[src/hdl/pru_pkg.sv]
package pru_pkg;

    typedef logic [1:0] pixel_t;  // 0 is background

    // codes 2 and 3 are reserved and draw nothing
    typedef enum logic [1:0] {
        shape_rect   = 2'd0,
        shape_circle = 2'd1
    } shape_e;

    typedef struct packed {
        logic [9:0] red;
        logic [9:0] green;
        logic [9:0] blue;
    } rgb_t;

    // one bus data word, read as position, size or command
    typedef union packed {
        struct packed {
            logic [12:0] rsvd;
            logic [8:0]  row;
            logic [9:0]  col;
        } pos;
        struct packed {
            logic [12:0] rsvd;
            logic [9:0]  width;
            logic [8:0]  height_radius;
        } size;
        struct packed {
            logic [26:0] rsvd;
            shape_e      shape;
            pixel_t      color;
            logic        subtract;
        } cmd;
    } bus_word_u;

    // byte offsets inside the register window
    localparam logic [31:0] reg_pos  = 32'd0;
    localparam logic [31:0] reg_size = 32'd4;
    localparam logic [31:0] reg_cmd  = 32'd8;

    function automatic rgb_t palette(input pixel_t idx);
        rgb_t c;
        case (idx)
            2'd0:    c = '{red: 10'h000, green: 10'h000, blue: 10'h000};
            2'd1:    c = '{red: 10'h3ff, green: 10'h000, blue: 10'h000};
            2'd2:    c = '{red: 10'h000, green: 10'h3ff, blue: 10'h000};
            default: c = '{red: 10'h3ff, green: 10'h3ff, blue: 10'h3ff};
        endcase
        return c;
    endfunction

endpackage

[src/hdl/pru_cmd_if.sv]
`timescale 1ns/1ps

// one draw command from the register block to the engine
interface pru_cmd_if;
    logic [8:0]      row;
    logic [9:0]      col;
    logic [9:0]      width;
    logic [8:0]      height_radius;  // height for rect, radius for circle
    pru_pkg::shape_e shape;
    pru_pkg::pixel_t color;
    logic            subtract;
    logic            start;          // one cycle, fields valid with it
    logic            busy;

    modport regs (
        output row, col, width, height_radius,
        output shape, color, subtract, start,
        input  busy
    );

    modport engine (
        input  row, col, width, height_radius,
        input  shape, color, subtract, start,
        output busy
    );

endinterface

[src/hdl/pru_cmd_regs.sv]
`timescale 1ns/1ps

module pru_cmd_regs #(
    parameter logic [31:0] reg_base = 32'h0001_0000
) (
    input  logic        clk,
    input  logic        rst_n,
    input  logic [31:0] bus_addr,
    input  logic [31:0] bus_data,
    input  logic        bus_write,
    output logic        bus_ack,
    output logic        in_idle,
    output logic        in_load_2,
    pru_cmd_if.regs     cmd
);

    localparam logic [1:0] st_idle   = 2'd0;
    localparam logic [1:0] st_load_1 = 2'd1;
    localparam logic [1:0] st_load_2 = 2'd2;

    logic [1:0]         state;
    logic [31:0]        offset;
    logic               in_window;
    logic               cmd_stall;
    logic               accept;
    logic               load_pos;
    logic               load_size;
    logic               load_cmd;
    pru_pkg::bus_word_u word;

    assign word   = bus_data;
    assign offset = bus_addr - reg_base;  // wraps high below the base
    assign in_window = offset < 32'd12;

    // command writes wait until the engine is free
    assign cmd_stall = (offset == pru_pkg::reg_cmd) && cmd.busy;

    // ack high blocks a second accept of the same held write
    assign accept = bus_write && in_window && !cmd_stall && !bus_ack;

    assign load_pos  = accept && (state == st_idle)   && (offset == pru_pkg::reg_pos);
    assign load_size = accept && (state == st_load_1) && (offset == pru_pkg::reg_size);
    assign load_cmd  = accept && (state == st_load_2) && (offset == pru_pkg::reg_cmd);

    assign in_idle   = (state == st_idle);
    assign in_load_2 = (state == st_load_2);

    always_ff @(posedge clk) begin
        if (!rst_n) begin
            state     <= st_idle;
            bus_ack   <= 1'b0;
            cmd.start <= 1'b0;
        end else begin
            bus_ack   <= accept;    // wrong-register writes are acked too
            cmd.start <= load_cmd;  // same cycle as the ack
            if (load_pos) begin
                state <= st_load_1;
            end else if (load_size) begin
                state <= st_load_2;
            end else if (load_cmd) begin
                state <= st_idle;
            end
        end
    end

    // command fields
    always_ff @(posedge clk) begin
        if (load_pos) begin
            cmd.row <= word.pos.row;
            cmd.col <= word.pos.col;
        end
        if (load_size) begin
            cmd.width         <= word.size.width;
            cmd.height_radius <= word.size.height_radius;
        end
        if (load_cmd) begin
            cmd.shape    <= word.cmd.shape;
            cmd.color    <= word.cmd.color;
            cmd.subtract <= word.cmd.subtract;
        end
    end

endmodule

[src/flat_wrapper.sv]
// flat-port wrapper written by rule: the top's interface ports become plain ports
module pru_cmd_regs_flat 
#(
    parameter logic [31:0] reg_base = 32'h0001_0000
)
  (clk, rst_n, bus_addr, bus_data, bus_write, bus_ack, in_idle, in_load_2, cmd_row, cmd_col, cmd_width, cmd_height_radius, cmd_shape, cmd_color, cmd_subtract, cmd_start, cmd_busy);
  pru_cmd_if cmd_i ();
  input  logic clk;
  input  logic rst_n;
  input  logic [31:0] bus_addr;
  input  logic [31:0] bus_data;
  input  logic bus_write;
  output logic bus_ack;
  output logic in_idle;
  output logic in_load_2;
  output wire logic [$bits(cmd_i.row)-1:0] cmd_row;
  output wire logic [$bits(cmd_i.col)-1:0] cmd_col;
  output wire logic [$bits(cmd_i.width)-1:0] cmd_width;
  output wire logic [$bits(cmd_i.height_radius)-1:0] cmd_height_radius;
  output wire logic [$bits(cmd_i.shape)-1:0] cmd_shape;
  output wire logic [$bits(cmd_i.color)-1:0] cmd_color;
  output wire logic [$bits(cmd_i.subtract)-1:0] cmd_subtract;
  output wire logic [$bits(cmd_i.start)-1:0] cmd_start;
  input wire logic [$bits(cmd_i.busy)-1:0] cmd_busy;
  assign cmd_row = cmd_i.row;
  assign cmd_col = cmd_i.col;
  assign cmd_width = cmd_i.width;
  assign cmd_height_radius = cmd_i.height_radius;
  assign cmd_shape = cmd_i.shape;
  assign cmd_color = cmd_i.color;
  assign cmd_subtract = cmd_i.subtract;
  assign cmd_start = cmd_i.start;
  assign cmd_i.busy = cmd_busy;
  pru_cmd_regs #(.reg_base(reg_base)) u_core (.clk(clk), .rst_n(rst_n), .bus_addr(bus_addr), .bus_data(bus_data), .bus_write(bus_write), .bus_ack(bus_ack), .in_idle(in_idle), .in_load_2(in_load_2), .cmd(cmd_i));
endmodule
[config.mk]
export PLATFORM = sky130hd
export DESIGN_NAME = pru_cmd_regs_flat
export DESIGN_NICKNAME = d
export VERILOG_FILES = /design/src/hdl/pru_pkg.sv /design/src/hdl/pru_cmd_if.sv /design/src/hdl/pru_cmd_regs.sv /design/src/flat_wrapper.sv
export SDC_FILE = /design/constraint.sdc
export NUM_CORES = 1
export LEC_CHECK = 0
export BUFFER_PORTS_ARGS = -buffer_cell sky130_fd_sc_hd__buf_2
export CAP_MARGIN = 40
export CORE_MARGIN = 1.5
export CORE_UTILIZATION = 41
export CTS_CLUSTER_SIZE = 16
export DETAILED_ROUTE_END_ITERATION = 6
export PLACE_DENSITY = 0.79
export REMOVE_ABC_BUFFERS = 1
export SKIP_CTS_REPAIR_TIMING = 1
export SLEW_MARGIN = 20
export SYNTH_ARGS = -nofsm -noshare
export SYNTH_HDL_FRONTEND = slang
export SYNTH_SLANG_ARGS = --single-unit
[constraint.sdc]
create_clock -name clk -period 3.25 [get_ports clk]
set_input_delay 0.325 -clock clk [delete_from_list [all_inputs] [get_ports clk]]
set_output_delay 0.325 -clock clk [all_outputs]
set_load 0.01 [all_outputs]
Word-level counts from Yosys, hierarchy flattened
Cells that the tools add are included.
Cells by class
  magnitude comparators: 1
  mux-type cells: 3
  eq/ne operators: 4
  reduce and logical (&&, ||, !) cells: 17
  add/subtract/negate cells: 1
  bitwise operators: 1
Operators by type and width (number)
  32-bit by 3-bit equality test with 1-bit output, second input constant: 1
  32-bit by 4-bit equality test with 1-bit output, second input constant: 1
  32-bit zero test: 1
  32-bit by 4-bit < comparator with 1-bit output, second input constant: 1
  32-bit by 17-bit subtractor with 32-bit output, second input constant: 1
  1-bit logical AND: 10
  2-bit 2-to-1 mux: 2
  3-bit nonzero test: 1
  2-bit by 1-bit equality test with 1-bit output, second input constant: 1
  2-bit equality test, second input constant: 1
  1-bit zero test: 2
  2-bit zero test: 1
  2-bit nonzero test: 1
  2-bit OR reduction: 1
  1-bit 2-to-1 mux: 1
  1-bit inverter: 1
Storage, ports and cells
  word-level logic and storage cells: 38
  bits in registers: 47
  bits of input ports: 68

Logic depth before layout (Yosys ltp)
  depth in word-level cells: 11
  depth in mapped cells: 5

Worst setup path after synthesis
Ideal clock, no wire load.
  path kind: input port to flip-flop
  start point: input port bus_addr[19]
  end point: register u_core.cmd.col[0] (enable)
  arrival: 2.473 ns
  cell stages on the path: 5
  path slack: 0.358 ns
  required time: 2.831 ns
  path through: nor4_1 > nand4_1 > a221oi_4 > nand3_1 > nor3_1
On the way
  longest elaborated chain between the ends: 8
  elaborated cells between the ends (all ways): 11
  classes of those cells: add/sub: 1; order compare: 1; eq/ne: 1; reduce/logical: 8
RTL lines
  from (decl): line flat_wrapper.sv:10  | input logic [31:0] bus_addr;
  32-bit by 17-bit subtractor with 32-bit output (*): line pru_cmd_regs.sv:32  | assign offset = bus_addr - reg_base;
  parallel branches: the longest is 6 deep, another holds 32-bit by 4-bit < comparator with 1-bit output
  1-bit logical AND (*): line pru_cmd_regs.sv:41  | assign load_pos = accept && (state == st_idle) && (offset == pru_pkg::reg_pos);
  via u_core.load_pos: line pru_cmd_regs.sv:26  | logic load_pos;
  to (decl): line pru_cmd_if.sv:16  | output row, col, width, height_radius,
Mark *: on every way through the listed nets, which the timed path passes.
A chain may end at the register's enable or synchronous reset.

Worst setup path after layout
  start point: register u_core.state[1]
  end point: register u_core.cmd.col[4] (enable)
On the way
  longest elaborated chain between the ends: 3
RTL lines
  from (decl): line pru_cmd_regs.sv:21  | logic [1:0] state;
  from (signal assigned): line pru_cmd_regs.sv:50  | state <= st_idle;
  from (signal assigned): line pru_cmd_regs.sv:57  | state <= st_load_1;
  from (signal assigned): line pru_cmd_regs.sv:59  | state <= st_load_2;
  2-bit zero test: line pru_cmd_regs.sv:41
  1-bit logical AND (2 in a row): line pru_cmd_regs.sv:41
  via u_core.load_pos: line pru_cmd_regs.sv:26
The timed path passes the listed nets, and every way through them passes these cells.

==> out/results.txt <==
diodes inserted -> 0
Buffers on Ports -> 101
first-pass GRT wire length -> 5.17 mm
async set-reset flop share out of synthesis -> 0
top_reg_cell synth -> edfxtp_1
core footprint -> 4030 µm²
vias in the first global route -> 1181
area fraction of the dominant cell type after synthesis -> 0.751
Hold Vio Cnt, Final -> 0
initial antenna violation count -> 0
standard-cell rows -> 23
Die Wd -> 67.8 µm
post-route ant nets -> 0
LEAKAGE -> 0.985 nW
fill count -> 343
Clock Path Buffers -> 2
Num CTS Buffers -> 5
Worst-path clk slew -> 0.07 ns
gpl congestion -> 0.768
clock sink total -> 47
pwr/cell area -> 429 nW/µm²
Tot GR Track Use -> 0.159
Residual DRC -> 0
Synth Register Bits -> 47
most area-hungry cell type in the Yosys netlist -> edfxtp_1
routed vias/inst -> 4.92
Root Buffer -> clkbuf_8
WL final -> 3.55 mm
TritonRoute pass-1 iters -> 4
Initial DRC Count -> 92
hpwl dp -> 2.80 mm
syn avg cell area -> 17.4 µm²
WP data required -> 3.22 ns
WL/cell -> 13.8 µm
Cell variety after synth -> 30
cell count after synthesis -> 99
Hold Path Class -> primary input to register
initial core utilization -> 0.427
Seq/Total Area, Yosys -> 0.797
DIE HEIGHT -> 67.8 µm
Worst VDD drop -> 0.138 mV
H-tree depth -> 2
Final Critical Period -> 1.94 ns
number of synthesized flops with an enable pin -> 43
largest net degree at the start of global routing -> 21
Final #Nets -> 276
Final TNS setup -> 0 ns
clk_skew -> 0.00309 ns
# setup viols final -> 0
Vias -> 1269
status -> finished clean
max_cap viols -> 0
worst slew pin tran -> 0.355 ns
RSZ-0062 raised after global routing -> no
Worst Setup Start Kind -> register
yosys warns -> 0
period utilisation layout -> 0.596
critical path class -> register to register
Slew HR -> 0.761
most frequent cells after synthesis -> edfxtp_1 (43), nor2_1 (10), nor4_1 (6), inv_1 (5), dfxtp_1 (4)
critical path peak fanout -> 19
fmax -> 0.516 GHz
Post-Syn Area -> 1720 µm²
WP data arrival -> 1.91 ns
Worst setup EP type -> register
I/O pins -> 115
Power, Total -> 1.02 mW
fin. max-slew vios -> 0
most frequent cell after synthesis -> edfxtp_1
post-layout util -> 0.590
CTS tree -> done
Skew-Pair Late Insertion Delay -> 0.28 ns
Die ar. -> 4590 µm²
grt total ovfl -> 0
area delta synth->final -> 38.3%
top cells by area, synth -> edfxtp_1 (75%), dfxtp_1 (4.7%), nor2_1 (2.2%)
flop2flop setup slack -> 1.31 ns
share of layout cells above drive strength 1 -> 0.558
## logic make-up (layout without fill, tap and decap cells)
group	after synthesis	count (layout)	synth area share
AND/OR/NAND/NOR	35	35	0.125
buffers and inverters	5	114	0.0109
flip-flops	47	47	0.797
AO/OA/AOI/OAI	12	12	0.0669
## sequential cells by signal (all words and copies together) (netlist names)
| register | cells |
|---|---|
| u_core.cmd.color | 2 |
| u_core.cmd.subtract | 1 |
| u_core.bus_ack | 1 |
| u_core.cmd.col | 10 |
| u_core.cmd.shape | 2 |
| u_core.cmd.row | 9 |
| u_core.cmd.width | 10 |
| u_core.state | 2 |
| u_core.cmd.height_radius | 9 |
| u_core.cmd.start | 1 |
## worst paths after layout
kind,start,endpoint,cells after the start
worst max register to register,u_core.state[1],u_core.cmd.col[4],5
worst max-delay path,u_core.state[1],u_core.cmd.col[4],5
worst min register to register,u_core.state[1],u_core.state[1],3
worst min-delay path,bus_data[12],u_core.cmd.row[2],1
## cell type report
| type | instances | area, µm² | area share |
|---|---|---|---|
| Clock buffer | 5 | 68.8 | 0.0289 |
| Clock inverter | 2 | 8.76 | 0.00368 |
| Inverter | 5 | 18.8 | 0.00789 |
| Multi-Input combinational cell | 47 | 335 | 0.141 |
| Sequential cell | 47 | 1370 | 0.577 |
| Tap cell | 50 | 62.6 | 0.0263 |
| Timing Repair Buffer | 102 | 513 | 0.216 |
## per-stage QoR
step / instances / setup slack [ns] / hold WS, ns / cell area [µm²]
final: 258 / 1.31 / 0.228 / 2380
after global routing: 258 / 1.18 / 0.209 / 2380
after CTS: 258 / 1.29 / 0.216 / 2380
after detailed placement: 251 / 1.09 / 0.518 / 2300
after global placement: 251 / 1.10 / 0.513 / 2300
after floorplan: 99 / 0.358 / 0.424 / 1720
## placed cells by master (no fill, tap or decap), types with 2 or more instances in the layout
cell type | netlist | routed
buf_2 | 0 | 101
edfxtp_1 | 43 | 43
nor2_1 | 10 | 10
nor4_1 | 6 | 6
inv_1 | 5 | 5
clkbuf_8 | 0 | 5
dfxtp_1 | 4 | 4
nand3_1 | 3 | 3
nand4_1 | 3 | 3
nor3b_1 | 2 | 2
nor2b_1 | 2 | 2
## worst max-delay path, cell delays in order, from the launching register on
cell and delay, ns:
dfxtp_1 0.33, or4_1 0.54, nor2_1 0.23, nand3_1 0.12, nor3_2 0.12, buf_4 0.28
## power by group
part | switching [mW] | internal [mW]
registers | 0.0000000000239 | 0.658
clock network | 0.163 | 0.143
logic | 0.0263 | 0.0301
## routing by layer
metal | global-route usage | vias to the layer above | share of wire
met5 | 0 | - | 0
met4 | 0.0675 | 0 | 0.011
met3 | 0.0533 | 5 | 0.10
met2 | 0.283 | 71 | 0.49
met1 | 0.172 | 582 | 0.40
li1 | - | 611 | -
Note: power is estimated with default switching activity, not from simulation.
