### src/hdl/pru_pkg.sv
package pru_pkg;

    typedef logic [1:0] pixel_t;  // 0 is background

    // codes 2 and 3 are reserved and draw nothing
    typedef enum logic [1:0] {
        shape_rect   = 2'd0,
        shape_circle = 2'd1
    } shape_e;

    typedef struct packed {
        logic [9:0] red;
        logic [9:0] green;
        logic [9:0] blue;
    } rgb_t;

    // one bus data word, read as position, size or command
    typedef union packed {
        struct packed {
            logic [12:0] rsvd;
            logic [8:0]  row;
            logic [9:0]  col;
        } pos;
        struct packed {
            logic [12:0] rsvd;
            logic [9:0]  width;
            logic [8:0]  height_radius;
        } size;
        struct packed {
            logic [26:0] rsvd;
            shape_e      shape;
            pixel_t      color;
            logic        subtract;
        } cmd;
    } bus_word_u;

    // byte offsets inside the register window
    localparam logic [31:0] reg_pos  = 32'd0;
    localparam logic [31:0] reg_size = 32'd4;
    localparam logic [31:0] reg_cmd  = 32'd8;

    function automatic rgb_t palette(input pixel_t idx);
        rgb_t c;
        case (idx)
            2'd0:    c = '{red: 10'h000, green: 10'h000, blue: 10'h000};
            2'd1:    c = '{red: 10'h3ff, green: 10'h000, blue: 10'h000};
            2'd2:    c = '{red: 10'h000, green: 10'h3ff, blue: 10'h000};
            default: c = '{red: 10'h3ff, green: 10'h3ff, blue: 10'h3ff};
        endcase
        return c;
    endfunction

endpackage

### src/hdl/pru_scan_out.sv
`timescale 1ns/1ps

module pru_scan_out #(
    parameter int frame_width  = 640,
    parameter int frame_height = 480
) (
    input  logic            vga_ctrl_clk,
    input  logic            rst_n,
    input  logic            vga_read,
    output logic [18:0]     rd_addr,
    input  pru_pkg::pixel_t rd_pixel,
    output logic [9:0]      vga_red,
    output logic [9:0]      vga_green,
    output logic [9:0]      vga_blue
);

    localparam logic [18:0] last_addr = 19'(frame_width * frame_height - 1);

    pru_pkg::rgb_t rgb;

    // raster counter, rst_n sampled on the video clock
    always_ff @(posedge vga_ctrl_clk) begin
        if (!rst_n) begin
            rd_addr <= '0;
        end else if (vga_read) begin
            if (rd_addr == last_addr) begin
                rd_addr <= '0;  // wrap to top-left
            end else begin
                rd_addr <= rd_addr + 19'd1;
            end
        end
    end

    // frame buffer output goes straight through the palette
    assign rgb = pru_pkg::palette(rd_pixel);

    assign vga_red   = rgb.red;
    assign vga_green = rgb.green;
    assign vga_blue  = rgb.blue;

endmodule

### config.mk
export PLATFORM = sky130hd
export DESIGN_NAME = pru_scan_out
export DESIGN_NICKNAME = d
export VERILOG_FILES = /design/src/hdl/pru_pkg.sv /design/src/hdl/pru_scan_out.sv
export SDC_FILE = /design/constraint.sdc
export NUM_CORES = 1
export LEC_CHECK = 0
export ABC_AREA = 1
export BUFFER_PORTS_ARGS = -buffer_cell sky130_fd_sc_hd__clkbuf_2
export CORE_ASPECT_RATIO = 0.5
export CORE_MARGIN = 8
export CORE_UTILIZATION = 50
export CTS_CLUSTER_DIAMETER = 60
export DETAILED_ROUTE_END_ITERATION = 7
export PLACE_DENSITY = 0.83
export SLEW_MARGIN = 0
export SYNTH_ARGS = -nofsm -noshare
export SYNTH_HDL_FRONTEND = slang
export SYNTH_SLANG_ARGS = --single-unit
### constraint.sdc
create_clock -name vga_ctrl_clk -period 1.95 [get_ports vga_ctrl_clk]
set_input_delay 0.195 -clock vga_ctrl_clk [delete_from_list [all_inputs] [get_ports vga_ctrl_clk]]
set_output_delay 0.195 -clock vga_ctrl_clk [all_outputs]
set_load 0.005 [all_outputs]
# [Yosys cells after proc, flatten, opt, wreduce, memory -nomap -nowiden]
# Cells that the tools add are included.
[totals] in_bits=5 elab_cells=8 out_inout_bits=49 register_bits=19
[op_classes] n_addsub=1 eq_ne=3 n_reduce_logical=1 muxes=2
[op_table] op="$pmux 30 s3" count=1
[op_table] op="$add 19x1->19 const B" count=1
[op_table] op="$eq 19x19->1 const B" count=1
[op_table] op="$mux 19" count=1
[op_table] op="$eq 2x1->1 const B" count=1
[op_table] op="$eq 2x2->1 const B" count=1
[op_table] op="$logic_not 2->1" count=1

# [Logic depth before layout (Yosys ltp)]
# Gate-level depths: netlist (run 1).
[logic_depth] word_depth=2 depth_mapped=9 depth_no_buf=9

# [Worst setup path after synthesis (run 1)]
# OpenSTA, ideal clock, no wires.
[synth_timing] path_kind="reg-to-reg" startpoint="register rd_addr[0]" endpoint="register rd_addr[5]" arrival_time_ns=1.168 path_slack_ns=0.668 stages_incl_launch_ff=9 required_time_ns=1.836 setup_time_ns=0.114 cell_sequence="dfxtp_1 ha_1 nand2_1 nor2_4 nand3_2 nor2_2 nor2_2 clkinv_4 nor2_1"
[synth_between] elab_chain_len=2 word_cells_on_any_way=3
[synth_rtl] element="start, declared" line_no="pru_scan_out.sv:10" text="output logic [18:0] rd_addr,"
[synth_rtl] element="start signal, assigned" line_no="pru_scan_out.sv:29" text="rd_addr <= rd_addr + 19'd1;"
[synth_rtl] element="$add 19x1->19 or $eq 19x19->1 (tied branches)" line_no="pru_scan_out.sv:29, pru_scan_out.sv:26"
[synth_rtl] element="$mux 19 *" line_no="pru_scan_out.sv:26" text="if (rd_addr == last_addr) begin"
# Every way passes the cells marked *; elsewhere a longest branch is shown, timed or not.
# A chain may end at the register's enable or synchronous reset.

# [Final worst setup path (run 1)]
[layout_timing] startpoint="register rd_addr[9]" endpoint="register rd_addr[5]"
[layout_between] elab_chain_len=2
[layout_rtl] element="$eq 19x19->1" line_no="pru_scan_out.sv:26"
[layout_rtl] element="$mux 19" line_no="pru_scan_out.sv:26"
# Every way passes these cells.

==> metrics.yaml, run 1 <==
timing:
  setup_viol: 0
  drv_slew: 0
  hold_viol: 0
  tns_ns: 0
  fin_hold_ws_ns: 0.1780
  worst_slew_pin_slew_ns: 0.3414
  fin_crit_sh: 0.7341
  rsz0062_at_grt: "false"
  final.min_clock_period_ns: 1.432
  skew_ns: 0.01053
  maxSlewHeadroom: 0.7722
  max_freq_mhz: 698.5
clock_tree:
  cts_tree: "yes"
  cts-root-buf: "clkbuf_8"
  clock_sinks: 19
  cts.reportedPaths.clkPinSlew_ns: 0.08
  h-tree-depth: 1
  clk_latency_ns: 0.26
  clock_path_buffers: 2
  post_cts_resized: 0
  cts_setup_buffers: 0
  cts_buffers: 3
  holdBufCountCts: 0
route:
  wl_per_cell_um: 11.87
  drt_iter0_markers: 58
  vias: 1159
  firstDrtPassIters: 4
  via_per_inst: 4.563
  drt-total-wl_um: 3016
  ant_nets: 0
  route.detailed.drc: 0
pwr:
  power.density_nw_per_um2: 516.3
  p_leak_nw: 0.6845
  irDropWorstVdd_mv: 0.4046
worst_setup_path:
  critPathCaptureType: "register"
  crit_type: "reg -> reg"
  crit_slowest_cell: "dfxtp_1"
  worstPathRequired_ns: 2.11
  cpPeakStageDelay_ns: 0.43
  arrival_ns: 1.59
  cp_num_buf_inv: 1
  path_cells: "nand2_2 -> nor2_1 -> nand3_2 -> nor2_2 -> nor2_2 -> clkinv_4 -> nor2_1"
  critPathMaxFanout: 8
  critical_path.top_delay_family: "simple AND/OR/NAND/NOR gates"
  start_kind: "register"
placement:
  dpl.hpwl_um: 2497
  gp_congestion: 0.8223
  numPortBuffers: 53
  placed_area_um2: 1399
floorplanning:
  chipHeight_um: 52.02
  rows: 13
  start_util: 0.5113
  die_area_um2: 4580
  core-area_um2: 2537
  die_x_um: 88.04
  ios: 54
cells_and_area:
  largest_register_ffs: 19
  num-nets-final: 224
  final_area_um2: 1445
  multi_input_area_um2: 619.3
  layout_commonest_cell: "clkbuf_2"
  mostFrequentLayoutCells: "clkbuf_2, nand2_1, nor2_1"
  nFillCells: 248
  regArea_um2: 380.4
  antenna_cells: 0
  syn_to_final_growth_pct: 11.38
  regMostFlops: "rd_addr"
  drive_gt1_frac: 0.3456
  top_regs: "rd_addr: 19 flops"
yosys:
  ys_seq_area_frac: 0.2932
  avgSynthCellArea_um2: 6.865
  synth_seq_cells: 19
  synth_cells: 189
  syn_nets: 195
  netlist_area_um2: 1297
  synth.distinct_cells: 24
  yosysWarnings: 0
global_routing:
  gr-total-overflow: 0
  track_usage: 0.1347
  grt_max_degree: 12
  antenna_found_initial: 0
  grt_pass1_wl_um: 4843
  first_global_vias: 1042
run:
  drv_cap: 0
min_path:
  hp-class: "in -> reg"
run_status:
  status: "completed"
-- final timing paths --
path | startpoint | to | slack [ns] | cells after the start
worst max-delay path | rd_addr[9]$_SDFFE_PN0P_ | rd_addr[5]$_SDFFE_PN0P_ | 0.52 | 7
worst min-delay path | rst_n | rd_addr[0]$_SDFFE_PN0P_ | 0.18 | 3
worst max register to register | rd_addr[9]$_SDFFE_PN0P_ | rd_addr[5]$_SDFFE_PN0P_ | 0.52 | 7
worst min register to register | rd_addr[0]$_SDFFE_PN0P_ | rd_addr[0]$_SDFFE_PN0P_ | 0.51 | 2
-- per-stage QoR --
| stage | cells | worst slack (ns) | utilization | total power, mW |
|---|---|---|---|---|
| finish | 254 | 0.5184 | 0.5695 | 0.7462 |
| global route | 254 | 0.3834 | 0.5695 | 0.7748 |
| CTS | 254 | 0.5154 | 0.5695 | 0.7494 |
| detailed placement | 250 | 0.5254 | 0.5513 | 0.4828 |
| global placement | 250 | 0.5969 | 0.5513 | 0.4812 |
| floorplan | 189 | 0.6682 | - | 0.4743 |
-- routing by layer --
metal | wire length (um) | up-vias | track usage | part of all wire
met5 | 0 | - | 0 | 0
met4 | 20 | 0 | 0.03324 | 0.0066
met3 | 328 | 2 | 0.04232 | 0.11
met2 | 1289 | 49 | 0.2255 | 0.43
met1 | 1377 | 503 | 0.1655 | 0.46
li1 | - | 605 | - | -
-- worst register-to-register path, stage by stage (launching register included) --
cell and delay, ns:
dfxtp_1 0.43, nand2_2 0.12, nor2_1 0.26, nand3_2 0.18
nor2_2 0.13, nor2_2 0.07, clkinv_4 0.10, nor2_1 0.05
-- cell usage after synthesis --
library cell,count,area share
nand2_1,46,0.13
buf_4,27,0.16
nor2_1,25,0.072
inv_1,20,0.058
dfxtp_1,19,0.29
nand3_1,11,0.042
nor2_2,8,0.039
xor2_1,5,0.034
nor2_4,4,0.035
xnor2_1,4,0.027
nor3_1,3,0.012
a21oi_1,2,0.0077
clkbuf_1,2,0.0058
nand2_2,2,0.0096
nand3b_1,2,0.012
clkinv_1,1,0.0029
clkinv_4,1,0.0068
ha_1,1,0.0096
nand2_4,1,0.0087
nand3_2,1,0.0077
nor2_8,1,0.015
o21ai_0,1,0.0039
o21ai_1,1,0.0039
o21bai_1,1,0.0058
-- logic make-up (layout without fill, tap and decap cells) --
kind of cell	Yosys count	after routing	synth area share
compound gates	5	5	0.02121
xor+xnor	9	9	0.06075
fa+ha+maj	1	1	0.009642
buf+inv	51	79	0.2295
flops	19	19	0.2931
simple gates	104	104	0.3857
-- where the power goes --
part,total (mW),internal [mW],leakage [nW],switching [mW]
combinational,0.0768,0.0313,0.506,0.0455
clock,0.275,0.142,0.0255,0.133
sequential,0.395,0.391,0.153,0.00346
-- cell type report --
type / instances / area share
repair buffers: 53 / 0.1835
flip-flops and latches: 19 / 0.2632
inverters: 22 / 0.06061
well taps: 37 / 0.03203
clock inverters: 1 / 0.003463
multi-input cells: 119 / 0.4286
clock buffers: 3 / 0.02857
Note: power is estimated with default switching activity, not from simulation.
==> run 2: changes to the inputs <==
Settings changed: CORE_UTILIZATION 50 to 43, PLACE_DENSITY 0.83 to 0.76.
Clock period 1.95 ns to 1.18 ns, I/O delays scaled along.
==> metrics.yaml, run 2 (same netlist as run 1, synthesis figures left out) <==
timing:
  worst_slew_pin_slew_ns: 0.2922  # -0.04923 ns
  rsz0062_at_grt: "true"
  max_freq_mhz: 781.3  # +12%
  drv_slew: 0  # unchanged
  tns_ns: -1.020  # -1.020 ns
  layout_setup_ws_ns: -0.09987  # -0.6183 ns
  maxSlewHeadroom: 0.8050  # +0.03286
  skew_ns: 0.007489  # -0.003037 ns
  fin_crit_sh: 1.085  # +0.3505
  setup_viol: 15  # +15
  hold_viol: 0  # unchanged
  final.min_clock_period_ns: 1.280  # -0.1517 ns
floorplanning:
  chipHeight_um: 54.84  # +5.4%
  die_x_um: 93.69  # +6.4%
  die_area_um2: 5138  # +12%
  rows: 14  # +1
  start_util: 0.4409  # -0.07044
  ios: 54  # unchanged
  core-area_um2: 2943  # +16%
route:
  ant_nets: 0  # unchanged
  via_per_inst: 4.625  # +1.4%
  vias: 1295  # +12%
  drt-total-wl_um: 3590  # +19%
  wl_per_cell_um: 12.82  # +8.0%
  drt_iter0_markers: 92  # +59%
  firstDrtPassIters: 4  # unchanged
  route.detailed.drc: 0  # unchanged
pwr:
  internal-power_mw: 0.9494  # +68%
  power.density_nw_per_um2: 757.1  # +47%
  irDropWorstVdd_mv: 0.4329  # +7.0%
  power_switching_mw: 0.3493  # +92%
  power_frac_clock: 0.379  # +0.011
  power_frac_seq: 0.504  # -0.025
  comb_power_share: 0.117  # +0.014
  p_leak_nw: 0.8203  # +20%
  sw_frac_of_total: 0.2689  # +0.02573
clock_tree:
  cts_buffers: 3  # unchanged
  clock_path_buffers: 2  # unchanged
  clock_sinks: 19  # unchanged
  clk_latency_ns: 0.27  # about the same
  cts_tree: "yes"
  holdBufCountCts: 0  # unchanged
  h-tree-depth: 1  # unchanged
  cts-root-buf: "clkbuf_8"
  cts.reportedPaths.clkPinSlew_ns: 0.08  # about the same
cells_and_area:
  syn_to_final_growth_pct: 32.21
  mostFrequentLayoutCells: "clkbuf_2, nand2_1, buf_4"
  top_regs: "rd_addr: 19 flops"
  layout_commonest_cell: "clkbuf_2"
  nFillCells: 266  # +7.3%
  regMostFlops: "rd_addr"
  drive_gt1_frac: 0.5250  # +0.1794
  final_area_um2: 1715  # +19%
  antenna_cells: 0  # unchanged
  num-nets-final: 247  # +10%
  largest_register_ffs: 19  # unchanged
worst_setup_path:
  worstPathRequired_ns: 1.34  # -0.77 ns
  path_cells: "ha_4 -> nand2_4 -> nor2_4 -> nand3_4 -> nor2_4 -> nor2_4 -> clkinv_4 -> nor2_1"
  critPathMaxFanout: 8  # unchanged
  arrival_ns: 1.44  # -0.15 ns
  r2r_slack_ns: -0.1  # -0.62 ns
  crit_top_cell: "nor2_4"
  critPathCaptureType: "register"
  start_kind: "register"
  crit_type: "reg -> reg"
  crit_slowest_cell: "dfxtp_4"
  cpPeakStageDelay_ns: 0.38  # -0.05 ns
global_routing:
  grt_max_degree: 12  # unchanged
  first_global_vias: 1262  # +21%
  track_usage: 0.1379  # +0.003129
  gr-total-overflow: 0  # unchanged
  antenna_found_initial: 0  # unchanged
  grt_pass1_wl_um: 5478  # +13%
placement:
  pre_cts_slack_ns: -0.1034  # -0.6288 ns
  dpl.hpwl_um: 2732  # +9.4%
  numPortBuffers: 53  # unchanged
  placed_area_um2: 1588  # +14%
  gp_congestion: 0.8732  # +6.2%
run_status:
  violations: "negative setup slack"
  status: "complete, but fails checks"
min_path:
  hp-class: "in -> reg"
run:
  drv_cap: 0  # unchanged
## run 2: changes by cell type in the layout (fill, tap and decap cells not counted), moves of 2 or more
cell,change
nand2_2,+3
inv_2,+2
nor2_1,-5
dfxtp_1,-14
nor2_4,+3
buf_4,+23
inv_1,-2
nand2_1,-4
nor2_2,+2
dfxtp_2,+12
dfxtp_4,+2
## run 2: final timing paths
path,from,cells past startpoint,end
worst min-delay path,rst_n,3,rd_addr[0]$_SDFFE_PN0P_
worst max-delay path,rd_addr[0]$_SDFFE_PN0P_,8,rd_addr[12]$_SDFFE_PN0P_
worst max register to register,rd_addr[0]$_SDFFE_PN0P_,8,rd_addr[12]$_SDFFE_PN0P_
worst min register to register,rd_addr[16]$_SDFFE_PN0P_,2,rd_addr[16]$_SDFFE_PN0P_
## run 2: repair_timing
action                     4_1_cts  5_1_grt
setup endpoints to repair       13       17
pin swaps                        8        6
resized for setup               10       18
buffers inserted                 1        1
cloned                           0        0
## run 2: final cells by class
type | count | area, um^2 | area share
clock inverters | 1 | 5.005 | 0.002918
clock buffers | 3 | 41.29 | 0.02407
inverters | 22 | 87.58 | 0.05106
well taps | 40 | 50.05 | 0.02918
repair buffers | 76 | 437.9 | 0.2553
multi-input cells | 119 | 690.7 | 0.4026
flip-flops and latches | 19 | 402.9 | 0.2349
## run 2: worst max-delay path, delay by kind of cell, from the launching register on
family / cells / cell delay (ns)
buffers and inverters: 1 / 0.09
flip-flops: 1 / 0.38
adder cells (fa/ha/maj): 1 / 0.16
AND/OR/NAND/NOR: 6 / 0.54
## run 2: stage by stage
stage / std cells / hold WS (ns) / utilization / power, mW
after floorplan: 189 / 0.2464 / - / 0.7879
after global placement: 274 / 0.3598 / 0.5395 / 0.8092
after detailed placement: 274 / 0.3622 / 0.5395 / 0.8151
after CTS: 279 / 0.07204 / 0.5672 / 1.301
after global routing: 280 / 0.08824 / 0.5829 / 1.333
final: 280 / 0.08038 / 0.5829 / 1.299
## run 2: metal layers
metal  wire (um)  vias to the layer above  track usage
met2        1720                       56       0.2604
met1        1387                      587       0.1319
li1            -                      646            -
met5           0                        -            0
met3         429                        6      0.05472
met4          53                        0      0.07792
## run 2: power by group through the flow
stage	Combinational [mW]	Clock (mW)	Sequential (mW)
final	0.152	0.493	0.654
after global routing	0.167	0.510	0.655
after CTS	0.149	0.499	0.653
after detailed placement	0.146	0	0.669
after global placement	0.142	0	0.667
after floorplan	0.119	0	0.669
==> run 3: changes to the inputs <==
Settings changed: ABC_AREA 1 to default, CORE_UTILIZATION 43 to 42.
==> metrics.yaml, run 3 <==
yosys:
  netlist_area_um2: 1196  # -7.8%
  synth_largest_area_cell: "dfxtp_1"
  synth_commonest_cells: "buf_4, dfxtp_1, nor2_1"
  ys.flop_type: "dfxtp_1"
  avgSynthCellArea_um2: 8.605  # +25%
  synth-edff-count: 0  # unchanged
  yosysMostFrequentCell: "buf_4"
  ys_seq_area_frac: 0.3180  # +0.02484
  netlist_top_cells_area: "dfxtp_1, buf_4, xnor2_1"
  synth_seq_cells: 19  # unchanged
  synth_cells: 139  # -26%
  synth.distinct_cells: 28  # +17%
  yosysWarnings: 0  # unchanged
  synth_top_area_frac: 0.3180  # +0.02484
  syn_nets: 145  # -26%
  async_flop_share: 0  # unchanged
pwr:
  comb_power_share: 0.130  # +0.013
  power_frac_seq: 0.506  # +0.002
  p_leak_nw: 0.8308  # +1.3%
  internal-power_mw: 0.9612  # +1.2%
  irDropWorstVdd_mv: 0.4360  # +0.71%
  sw_frac_of_total: 0.2463  # -0.02265
  power_switching_mw: 0.3141  # -10%
  power.density_nw_per_um2: 734.9  # -2.9%
  power_frac_clock: 0.364  # -0.015
timing:
  max_freq_mhz: 706.9  # -9.5%
  worst_slew_pin_slew_ns: 0.3177  # +0.02558 ns
  maxSlewHeadroom: 0.7862  # -0.01879
  setup_viol: 18  # +3
  skew_ns: 0.008813  # +0.001324 ns
  hold_viol: 0  # unchanged
  layout_setup_ws_ns: -0.2346  # -0.1347 ns
  drv_slew: 0  # unchanged
  final.min_clock_period_ns: 1.415  # +0.1347 ns
  rsz0062_at_grt: "true"
  fin_crit_sh: 1.199  # +0.1142
floorplanning:
  start_util: 0.4512  # +0.01025
  die_area_um2: 4915  # -4.3%
  die_x_um: 91.47  # -2.4%
  chipHeight_um: 53.74  # -2.0%
  core-area_um2: 2651  # -9.9%
  rows: 13  # -1
  ios: 54  # unchanged
route:
  wl_per_cell_um: 14.71  # +15%
  route.met3.wl_um: 408  # -4.9%
  wl_met1_um: 1375  # -0.87%
  top_layer_used: "met4"
  via_per_inst: 5.220  # +13%
  drt-total-wl_um: 3472  # -3.3%
  ant_nets: 0  # unchanged
  firstDrtPassIters: 4  # unchanged
  wl_met2_um: 1622  # -5.7%
  route.detailed.drc: 0  # unchanged
  drt_iter0_markers: 49  # -47%
  vias: 1232  # -4.9%
global_routing:
  first_global_vias: 1114  # -12%
  grt_max_degree: 12  # unchanged
  track_usage: 0.1376  # -0.0002309
  gr-total-overflow: 0  # unchanged
  antenna_found_initial: 0  # unchanged
  grt_pass1_wl_um: 5423  # -1.0%
clock_tree:
  h-tree-depth: 1  # unchanged
  clock_path_buffers: 2  # unchanged
  holdBufCountCts: 0  # unchanged
  clock_sinks: 19  # unchanged
  cts_tree: "yes"
  clk_latency_ns: 0.26  # about the same
  cts_buffers: 3  # unchanged
  cts-root-buf: "clkbuf_8"
  cts.reportedPaths.clkPinSlew_ns: 0.08  # about the same
worst_setup_path:
  regToRegEndpoint: "rd_addr[10]$_SDFFE_PN0P_"
  critPathMaxFanout: 8  # unchanged
  r2r_slack_ns: -0.23  # -0.13 ns
  critPathCaptureType: "register"
  worstPathRequired_ns: 1.33  # about the same
  reg2reg_depth: 5  # -3
  start_kind: "register"
  r2r-start: "rd_addr[12]$_SDFFE_PN0P_"
  crit_path_start: "rd_addr[12]$_SDFFE_PN0P_"
  crit_type: "reg -> reg"
  worstSetupEndpoint: "rd_addr[10]$_SDFFE_PN0P_"
  arrival_ns: 1.56  # +0.12 ns
cells_and_area:
  post-route-util: 0.6546  # +0.07165
  syn_to_final_growth_pct: 45.08
  antenna_cells: 0  # unchanged
  top_regs: "rd_addr: 19 flops"
  mostFrequentLayoutCells: "clkbuf_2, buf_4, nand2_1, xnor2_1"
  layout_commonest_cell: "clkbuf_2"
  largest_register_ffs: 19  # unchanged
  regMostFlops: "rd_addr"
  fin_cells: 236  # -16%
  drive_gt1_frac: 0.6382  # +0.1132
  num-nets-final: 206  # -17%
placement:
  dpl.hpwl_um: 2685  # -1.7%
  numPortBuffers: 53  # unchanged
  gp_congestion: 0.8517  # -2.5%
  dp.cells: 229  # -16%
run_status:
  status: "complete, but fails checks"
  violations: "negative setup slack"
min_path:
  hp-class: "in -> reg"
  hold_start: "rst_n"
run:
  drv_cap: 0  # unchanged
==> run 3: cell types whose count changed in the layout (fill, tap and decap cells not counted), sizes merged, moves of 5 or more <==
cell | previous run | this run
xnor2 | 4 | 10
inv | 20 | 0
buf | 23 | 37
nand2 | 49 | 10
nand3 | 12 | 2
nor4 | 0 | 5
nand4 | 0 | 12
nor2 | 38 | 14
==> run 3: logic make-up after synthesis <==
group,after synthesis,share of synthesized area
simple gates,61,0.3096
buf+inv,34,0.2008
flops,19,0.3180
xor+xnor,13,0.09519
compound gates,11,0.06589
fa+ha+maj,1,0.01046
==> run 3: critical path: stages, from the launching register on <==
cell,delay (ns)
dfxtp_2,0.33
nor4_2,0.28
nand4_1,0.20
o31ai_4,0.26
buf_6,0.18
nor2_2,0.05
==> run 3: area by class of cell <==
| cell class | count | area [um^2] |
|---|---|---|
| clock buffers | 4 | 45.04 |
| fillers | 187 | 915.9 |
| multi-input cells | 86 | 676.9 |
| flip-flops and latches | 19 | 409.1 |
| well taps | 37 | 46.29 |
| repair buffers | 90 | 558.0 |
==> run 3: routing by layer <==
metal / GRT usage / vias up
li1: - / 579
met1: 0.1390 / 593
met2: 0.2476 / 53
met3: 0.06925 / 7
met4: 0.05630 / 0
met5: 0 / -
==> run 3: how the worst min path moves through the flow <==
| stage | to | slack (ns) | cells after the start |
|---|---|---|---|
| 5_1_grt | rd_addr[8]$_SDFFE_PN0P_ | 0.22 | 2 |
| 3_5_place_dp | rd_addr[6]$_SDFFE_PN0P_ | 0.48 | 2 |
| 3_3_place_gp | rd_addr[0]$_SDFFE_PN0P_ | 0.46 | 3 |
| 2_1_floorplan | rd_addr[6]$_SDFFE_PN0P_ | 0.24 | 1 |
| 6_report | rd_addr[6]$_SDFFE_PN0P_ | 0.21 | 2 |
| 4_1_cts | rd_addr[6]$_SDFFE_PN0P_ | 0.21 | 2 |
==> run 3: timing repair <==
item	4_1_cts	5_1_grt
buffers inserted	1	2
pin swaps	9	3
setup endpoints to repair	18	20
resized for setup	14	13
==> run 3: through the flow <==
stage | hold WS, ns | TNS (ns) | area [um^2] | setup slack (ns) | total power, mW
5_1_grt | 0.2199 | -4.665 | 1735 | -0.2831 | 1.340
6_report | 0.2150 | -3.769 | 1735 | -0.2346 | 1.275
3_3_place_gp | 0.4644 | -3.382 | 1572 | -0.2136 | 0.8224
3_5_place_dp | 0.4752 | -3.402 | 1572 | -0.2554 | 0.8279
2_1_floorplan | 0.2396 | -2.710 | 1257 | -0.2097 | 0.7897
4_1_cts | 0.2114 | -3.282 | 1677 | -0.2088 | 1.289
==> run 3: power groups by stage <==
| stage | registers, mW | clock network [mW] | logic [mW] |
|---|---|---|---|
| global route | 0.647 | 0.507 | 0.186 |
| global placement | 0.670 | 0 | 0.152 |
| CTS | 0.656 | 0.472 | 0.162 |
| floorplan | 0.672 | 0 | 0.118 |
| detailed placement | 0.671 | 0 | 0.157 |
| finish | 0.646 | 0.464 | 0.166 |
